<file path="src/hw/aluPkg.sv">
// Shared types and widths for the execute unit; referenced by scoped name from RTL and testbench
`default_nettype none

package aluPkg;

  // Word and field widths fixed by the instruction format
  localparam int dataW    = 16;
  localparam int regAddrW = 4;
  localparam int immW     = 8;
  localparam int regCount = 1 << regAddrW;

  // Opcode in the top nibble of every instruction
  typedef enum logic [3:0] {
    opMov = 4'd0,
    opAdd = 4'd1,
    opSub = 4'd2,
    opAnd = 4'd3,
    opOr  = 4'd4,
    opShl = 4'd5,
    opShr = 4'd6,
    opLdi = 4'd7
  } opT;

  // Register form, two register operands
  typedef struct packed {
    opT                  op;
    logic [regAddrW-1:0] rd;
    logic [regAddrW-1:0] rs;
    logic [3:0]          unused;
  } regFormT;

  // Immediate form, shift amount or load value
  typedef struct packed {
    opT                  op;
    logic [regAddrW-1:0] rd;
    logic [immW-1:0]     imm;
  } immFormT;

  // Same 16-bit word seen either way
  typedef union packed {
    regFormT r;
    immFormT i;
  } instrT;

  // Condition flags, carry at the top
  typedef struct packed {
    logic carry;
    logic negative;
    logic zero;
  } ccrT;

  // Decoded operation handed to the datapath
  typedef struct packed {
    opT                  op;
    logic [regAddrW-1:0] rd;
    logic [immW-1:0]     imm;
  } issueT;

  // Writeback record presented on the result handshake
  typedef struct packed {
    logic [regAddrW-1:0] rd;
    logic [dataW-1:0]    value;
    ccrT                 flags;
    // Clear for mov and ldi
    logic                updatesFlags;
  } wbT;

endpackage

`default_nettype wire
</file>
<file path="src/hw/execUnit.sv">
// Execute unit top; connects controller, register file and ALU datapath to the two handshakes
`default_nettype none
`timescale 1ns/1ps

module execUnit (
  input  wire logic          clk,
  input  wire logic          arstN,
  // Instruction in
  input  wire logic          instrValid,
  output      logic          instrReady,
  input  wire aluPkg::instrT instr,
  // Writeback record out
  output      logic          resValid,
  input  wire logic          resReady,
  output      aluPkg::wbT    res,
  // Current flags
  output      aluPkg::ccrT   ccr
);

  // Read port wiring
  logic [aluPkg::regAddrW-1:0] rdAddrA;
  logic [aluPkg::regAddrW-1:0] rdAddrB;
  logic [aluPkg::dataW-1:0]    rdDataA;
  logic [aluPkg::dataW-1:0]    rdDataB;

  // Controller to datapath
  aluPkg::issueT               issue;
  logic                        s1Load;
  logic                        s2Load;
  logic                        wrEn;

  execCtrl u_ctrl (
    .clk        (clk),
    .arstN      (arstN),
    .instrValid (instrValid),
    .instrReady (instrReady),
    .instr      (instr),
    .resValid   (resValid),
    .resReady   (resReady),
    .res        (res),
    .rdAddrA    (rdAddrA),
    .rdAddrB    (rdAddrB),
    .issue      (issue),
    .s1Load     (s1Load),
    .s2Load     (s2Load),
    .wrEn       (wrEn),
    .ccr        (ccr)
  );

  // Writeback comes straight from the stage-two record
  regFile u_regs (
    .clk     (clk),
    .arstN   (arstN),
    .rdAddrA (rdAddrA),
    .rdAddrB (rdAddrB),
    .rdDataA (rdDataA),
    .rdDataB (rdDataB),
    .wrEn    (wrEn),
    .wrAddr  (res.rd),
    .wrData  (res.value)
  );

  aluCore u_alu (
    .clk    (clk),
    .arstN  (arstN),
    .s1Load (s1Load),
    .s2Load (s2Load),
    .issue  (issue),
    .opA    (rdDataA),
    .opB    (rdDataB),
    .res    (res)
  );

endmodule

`default_nettype wire

</file>
<file path="src/hw/execCtrl.sv">
// Execute unit controller; decode, stage occupancy, hazard stall, writeback strobe and flags
`default_nettype none
`timescale 1ns/1ps

module execCtrl (
  input  wire logic                        clk,
  input  wire logic                        arstN,
  // Instruction handshake
  input  wire logic                        instrValid,
  output      logic                        instrReady,
  input  wire aluPkg::instrT               instr,
  // Result handshake
  output      logic                        resValid,
  input  wire logic                        resReady,
  input  wire aluPkg::wbT                  res,
  // Register file read addresses
  output      logic [aluPkg::regAddrW-1:0] rdAddrA,
  output      logic [aluPkg::regAddrW-1:0] rdAddrB,
  // Datapath control
  output      aluPkg::issueT               issue,
  output      logic                        s1Load,
  output      logic                        s2Load,
  output      logic                        wrEn,
  output      aluPkg::ccrT                 ccr
);

  // Stage occupancy and destinations
  logic                        s1Full;
  logic                        s2Full;
  logic [aluPkg::regAddrW-1:0] s1Dest;
  logic [aluPkg::regAddrW-1:0] s2Dest;

  // Decode of the offered word
  aluPkg::opT                  op;
  logic                        usesImm;
  logic                        readsRs;
  logic                        hitS1;
  logic                        hitS2;
  logic                        hazard;
  logic                        outXfer;
  logic                        s1Free;

  // Opcode sits in the same bits in both views
  assign op = instr.r.op;

  // Shifts and ldi take the immediate view
  assign usesImm = (op == aluPkg::opShl) || (op == aluPkg::opShr) || (op == aluPkg::opLdi);

  // Register view ops that read rs
  assign readsRs = (op == aluPkg::opMov) || (op == aluPkg::opAdd) || (op == aluPkg::opSub) ||
                   (op == aluPkg::opAnd) || (op == aluPkg::opOr);

  // rd always checked since it is both a source and the destination
  assign hitS1 = s1Full && ((instr.r.rd == s1Dest) || (readsRs && (instr.r.rs == s1Dest)));
  assign hitS2 = s2Full && ((instr.r.rd == s2Dest) || (readsRs && (instr.r.rs == s2Dest)));
  assign hazard = hitS1 || hitS2;

  // Pipeline advance under back-pressure
  assign outXfer = s2Full && resReady;
  assign s2Load  = s1Full && (!s2Full || resReady);
  assign s1Free  = !s1Full || s2Load;

  assign instrReady = s1Free && !hazard;
  assign s1Load     = instrValid && instrReady;
  assign resValid   = s2Full;

  // Register write lands on the transfer edge
  assign wrEn = outXfer;

  // Operand addresses and issue record
  assign rdAddrA   = instr.r.rd;
  assign rdAddrB   = instr.r.rs;
  assign issue.op  = op;
  assign issue.rd  = instr.i.rd;
  assign issue.imm = usesImm ? instr.i.imm : '0;

  // Stage valid bits and destination tags
  always_ff @(posedge clk or negedge arstN) begin
    if (!arstN) begin
      s1Full <= 1'b0;
      s2Full <= 1'b0;
      s1Dest <= '0;
      s2Dest <= '0;
    end else begin
      if (s1Load) begin
        s1Full <= 1'b1;
        s1Dest <= instr.r.rd;
      end else if (s2Load) begin
        s1Full <= 1'b0;
      end
      if (s2Load) begin
        s2Full <= 1'b1;
        s2Dest <= s1Dest;
      end else if (outXfer) begin
        s2Full <= 1'b0;
      end
    end
  end

  // Condition code register
  always_ff @(posedge clk or negedge arstN) begin
    if (!arstN) begin
      ccr <= '0;
    end else if (outXfer && res.updatesFlags) begin
      ccr <= res.flags;
    end
  end

endmodule

`default_nettype wire

</file>
<file path="src/hw/aluCore.sv">
// Two-stage ALU datapath; captures operands, computes result and flags, holds the writeback record
`default_nettype none
`timescale 1ns/1ps

module aluCore (
  input  wire logic                    clk,
  input  wire logic                    arstN,
  // Stage load enables from the controller
  input  wire logic                    s1Load,
  input  wire logic                    s2Load,
  // Decoded operation and register operands
  input  wire aluPkg::issueT           issue,
  input  wire logic [aluPkg::dataW-1:0] opA,
  input  wire logic [aluPkg::dataW-1:0] opB,
  // Stage-two record
  output      aluPkg::wbT              res
);

  // Stage one contents
  aluPkg::issueT            s1Issue;
  // Value of rd
  logic [aluPkg::dataW-1:0] s1OpA;
  // Value of rs
  logic [aluPkg::dataW-1:0] s1OpB;

  // Raw result, top bit is carry
  logic [aluPkg::dataW:0]   result;
  aluPkg::wbT               wbNext;

  // Stage one capture
  always_ff @(posedge clk or negedge arstN) begin
    if (!arstN) begin
      s1Issue <= '0;
      s1OpA   <= '0;
      s1OpB   <= '0;
    end else if (s1Load) begin
      s1Issue <= issue;
      s1OpA   <= opA;
      s1OpB   <= opB;
    end
  end

  // Result mux over all operations
  always_comb begin
    result = '0;
    case (s1Issue.op)
      // Plain copy of rs
      aluPkg::opMov: result = {1'b0, s1OpB};
      // Unsigned, carry out at the top
      aluPkg::opAdd: result = {1'b0, s1OpB} + {1'b0, s1OpA};
      // rs minus rd, borrow at the top
      aluPkg::opSub: result = {1'b0, s1OpB} - {1'b0, s1OpA};
      aluPkg::opAnd: result = {1'b0, s1OpB & s1OpA};
      aluPkg::opOr:  result = {1'b0, s1OpB | s1OpA};
      // Last bit out of bit 15 lands in the carry
      aluPkg::opShl: result = {1'b0, s1OpA} << s1Issue.imm;
      // Logical, carry stays clear
      aluPkg::opShr: result = {1'b0, s1OpA >> s1Issue.imm};
      // Zero-extended immediate
      aluPkg::opLdi: result = {{(aluPkg::dataW + 1 - aluPkg::immW){1'b0}}, s1Issue.imm};
      default:       result = '0;
    endcase
  end

  // Flags and record assembly
  always_comb begin
    wbNext.rd             = s1Issue.rd;
    wbNext.value          = result[aluPkg::dataW-1:0];
    wbNext.flags.carry    = result[aluPkg::dataW];
    wbNext.flags.negative = result[aluPkg::dataW-1];
    wbNext.flags.zero     = (result[aluPkg::dataW-1:0] == '0);
    // Moves leave the flags alone
    wbNext.updatesFlags   = (s1Issue.op != aluPkg::opMov) && (s1Issue.op != aluPkg::opLdi);
  end

  // Stage two capture
  // Holds under back-pressure
  always_ff @(posedge clk or negedge arstN) begin
    if (!arstN) begin
      res <= '0;
    end else if (s2Load) begin
      res <= wbNext;
    end
  end

endmodule

`default_nettype wire

</file>
<file path="src/hw/regFile.sv">
// Sixteen-entry register file with two combinational reads and one clocked write
`default_nettype none
`timescale 1ns/1ps

module regFile (
  input  wire logic                       clk,
  input  wire logic                       arstN,
  // Read port A, rd operand
  input  wire logic [aluPkg::regAddrW-1:0] rdAddrA,
  // Read port B, rs operand
  input  wire logic [aluPkg::regAddrW-1:0] rdAddrB,
  output      logic [aluPkg::dataW-1:0]    rdDataA,
  output      logic [aluPkg::dataW-1:0]    rdDataB,
  // Write port, driven by the result transfer
  input  wire logic                       wrEn,
  input  wire logic [aluPkg::regAddrW-1:0] wrAddr,
  input  wire logic [aluPkg::dataW-1:0]    wrData
);

  // Register storage
  logic [aluPkg::dataW-1:0] regs [aluPkg::regCount];

  // Whole file starts at zero
  always_ff @(posedge clk or negedge arstN) begin
    if (!arstN) begin
      for (int i = 0; i < aluPkg::regCount; i++) begin
        regs[i] <= '0;
      end
    end else begin
      // Single write per cycle
      if (wrEn) begin
        regs[wrAddr] <= wrData;
      end
    end
  end

  // Reads see the old value during a same-cycle write
  // Hazard stall in the controller keeps that from mattering
  always_comb begin
    rdDataA = regs[rdAddrA];
    rdDataB = regs[rdAddrB];
  end

endmodule

`default_nettype wire

</file>
<file path="config.mk">
export PLATFORM = sky130hd
export DESIGN_NAME = execUnit
export DESIGN_NICKNAME = d
export VERILOG_FILES = /design/src/hw/aluPkg.sv /design/src/hw/execUnit.sv /design/src/hw/execCtrl.sv /design/src/hw/aluCore.sv /design/src/hw/regFile.sv
export SDC_FILE = /design/constraint.sdc
export NUM_CORES = 1
export LEC_CHECK = 0
export BUFFER_PORTS_ARGS = -buffer_cell sky130_fd_sc_hd__buf_2
export CORE_MARGIN = 2
export CORE_UTILIZATION = 50
export DETAILED_ROUTE_END_ITERATION = 12
export PLACE_DENSITY = 0.66
export SLEW_MARGIN = 10
export SYNTH_ARGS = -nofsm -noshare
export SYNTH_HDL_FRONTEND = slang
export SYNTH_SLANG_ARGS = --single-unit
</file>
<file path="constraint.sdc">
create_clock -name clk -period 3.9 [get_ports clk]
set_clock_uncertainty 0.1 [all_clocks]
set_input_delay 0.195 -clock clk [delete_from_list [all_inputs] [get_ports clk]]
set_output_delay 0.195 -clock clk [all_outputs]
set_load 0.005 [all_outputs]
</file>
==> metrics.txt <==
status=finished, final reports clean; Core ar.=about 39000 µm²; R2R depth=16; FF+latch count, synth=between 300 and 400; WP depth=16; Crit-path slowest cell=or4_4; final non-filler cell total=2158; NumNets Final=between 1.5k and 2k; area of the mapped netlist=roughly 20000 µm²; Synth area leader=dfrtp_1; Final Setup Violations=0; P_leak=between 9 and 10 nW; Avg Cell Area, Syn=about 13 µm²; initial core utilization=50.95%; Total Routing Usage GR=between 20% and 30%; CP endpoint kind=flop; # fillers=approximately 3.2k; Synth Warn #=0; clock sinks=around 330; Die Y=around 200 µm; Synth Area in Simple Gates=7.358%; port bufs=48; WL per Instance=around 28 µm; CTS Buf Count=38; most frequent cells in the layout=dfrtp_1, mux2_2, mux4_2, nand2_1, buf_4; syn nets=approximately 1.6k; Slew @ Worst Pin=0.8905 ns; cell family with the largest share of critical-path delay=simple AND/OR/NAND/NOR gates; GRT overflow=0; GR Util met1=a little over two fifths; sequential element share of the synthesized area=between 40% and 50%; vias in the first global route=14.34k; worst endpoint required time=4.23 ns; Ant. Diodes=0; CTS Buffer Depth=3; Die Wd=between 200 and 250 µm; period utilization=between 90 and 100%; DP Worst Slack=-0.02071 ns; Final Max Tran Viols=0; CP Class=reg2reg; number of buffers and inverters on the critical path=1; largest family of logic cells by synthesized area=multiplexers; Synth Area in Compound Gates=6.664%; ys async rst share=100.0%; GPL Wtd Cong=between 0.9 and 1; Area Overhead vs Synth=13.62%; Crit Path Max Fanout=4; commonest non-fill, non-tap cell in the layout=dfrtp_1; largest net degree at the start of global routing=between 100 and 150; Worst EP arrival=4.08 ns; Synth top area share=a little over two fifths; cell count after placement=2069; clk_lat worst skew=0.56 ns; Final HPWL DP=39350 µm; Detailed Route WL=between 60000 and 70000 µm; layer with the highest usage=met2; routing usage on met3=around 5.7%; critical path's most frequent cell=nand3_2; Clock Tree Root=clkbuf_16; CTS tree=done; CTS HTree Levels=2; Synth area leaders=dfrtp_1, mux4_2, mux2_2; Final WS setup=around 0.16 ns; Netlist cell types=between 70 and 80; I/O Pins=a little under 50; share of layout cells above drive strength 1=between 40 and 50%; Critical Path, Cell by Cell=buf_4, nor2_1, nand3_2, nor2_4, and2_4, a21oi_1, xnor2_1, ha_1, mux2i_1, o22ai_1, a221o_1, a21oi_2, nand3_2, nand4bb_1, or4_4, o41ai_2; peak supply drop=between 0.3 and 0.4 mV; clock slew at reported path FFs=~0.060 ns; antenna violations before repair=0; M2 GR Usage=around 47%; # DRC=0; Rel. slew slack=between 40% and 50%; # rows=72; hold crit path type=in2reg; hold path depth=2; Vias=between 10k and 15k; DIE AREA=between 40000 and 50000 µm²; Top FF cell, synth=dfrtp_1; Hold Vio Cnt, Final=0; CP Launch Type=flop; fin util=between 50% and 60%; XOR/XNOR share of the synthesized area=roughly 1.8%; mux cell area share after synthesis=around 38%; first-pass GRT wire length=91750 µm; min Tclk post-route=3.741 ns; Pwr Density=between 800 and 900 nW/µm²; DR iter-0 viols=roughly 1.1k; Final ANT Viol Nets=0; drt pass-1 iters=5; critical path's largest stage delay=between 0.5 and 0.6 ns; Max Cap Violations=0; Peak Freq=approximately 270 MHz; synthesized instance count=around 1.6k; TNS Setup=0 ns; drt via density=between 6 and 7; Adder-Cell Fraction of Synth Area=1.300%; Post-synth EDFFs=0
cells in the mapped netlist, drive strengths merged (6+ instances only):
master    n
nand2b   13
nand4    14
mux2i    27
a32oi     6
a22oi     8
mux2    300
o22ai    11
nand3    24
o31ai     7
a31oi    13
inv      20
and2      7
ha       19
a21o      6
dfrtp   332
or3       7
nor2     83
buf      40
a211oi    8
xor2      8
xnor2    32
nor3     24
and3      7
a21oi    50
o21ai    50
nand2    97
clkbuf  100
mux4    168
flip-flops by register name, summed over array words and instances, names as in the netlist:
name             flops
u_alu.res           19
u_alu.s1Issue       12
u_alu.s1OpA         16
u_alu.s1OpB         16
u_ctrl.ccr           3
u_ctrl.resValid      1
u_ctrl.s1Dest        4
u_ctrl.s1Full        1
u_ctrl.s2Dest        4
u_regs.regs        256
timing repair:
item                       CTS  global route
pin swaps                    0             8
hold endpoints to repair   111             0
buffers inserted             0             4
setup endpoints to repair    1             2
resized for setup            1            19
hold buffers                18             0
gates cloned                 0             0
routing by layer:
metal | vias up | wire, µm
li1 | 6038 | -
met1 | 7526 | 25950
met2 | 515 | 28060
met3 | 127 | 3920
met4 | 0 | 2428
met5 | - | 0
area by class of cell:
class | instances | area, µm² | area share (%)
clock buffer | 53 | 1131 | 5.021
clock inverter | 14 | 155.1 | 0.6887
inverter | 21 | 78.83 | 0.3499
multi-input combinational | 1064 | 10980 | 48.73
sequential | 332 | 8309 | 36.89
tap | 518 | 648.1 | 2.877
timing repair buffer | 156 | 1226 | 5.443
kinds of logic (layout without fill, tap and decap cells):
kind of cell / Yosys count / after routing
xor gates and xnor gates: 40 / 40
muxes: 495 / 495
adders and majority gates: 20 / 20
buffers and inverters: 161 / 244
DFF: 332 / 332
and+or+nand+nor: 308 / 308
AOI/OAI and AO/OA: 201 / 201
stage by stage:
step	cell area (µm²)	hold slack [ns]	power, mW
global placement	20950	0.1884	14.51
detailed placement	20950	0.1847	14.74
floorplan	19860	-0.2006	11.80
finish	22530	0.04061	18.95
CTS	22420	0.01249	18.51
global route	22530	0.02528	20.01
final timing paths:
check,from,to,slack (ns)
worst max-delay path,u_alu.s1OpA[4]$_DFFE_PN0P_,u_alu.res[1]$_DFFE_PN0P_,0.16
worst min-delay path,instr[11],u_ctrl.s1Dest[3]$_DFFE_PN0P_,0.04
worst max register to register,u_alu.s1OpA[4]$_DFFE_PN0P_,u_alu.res[1]$_DFFE_PN0P_,0.16
worst min register to register,u_ctrl.ccr[2]$_DFFE_PN0P_,u_ctrl.ccr[2]$_DFFE_PN0P_,0.38
max in group asynchronous,arstN,u_regs.regs[213]$_DFFE_PN0P_,2.43
min in group asynchronous,arstN,u_ctrl.resValid$_DFFE_PN0P_,0.18
where the power goes:
part	internal, mW	total [mW]	switching, mW
Sequential	4.63	5.94	1.32
Combinational	4.70	9.32	4.62
Clock	2.23	3.69	1.47
(Power assumes the default switching activity.)
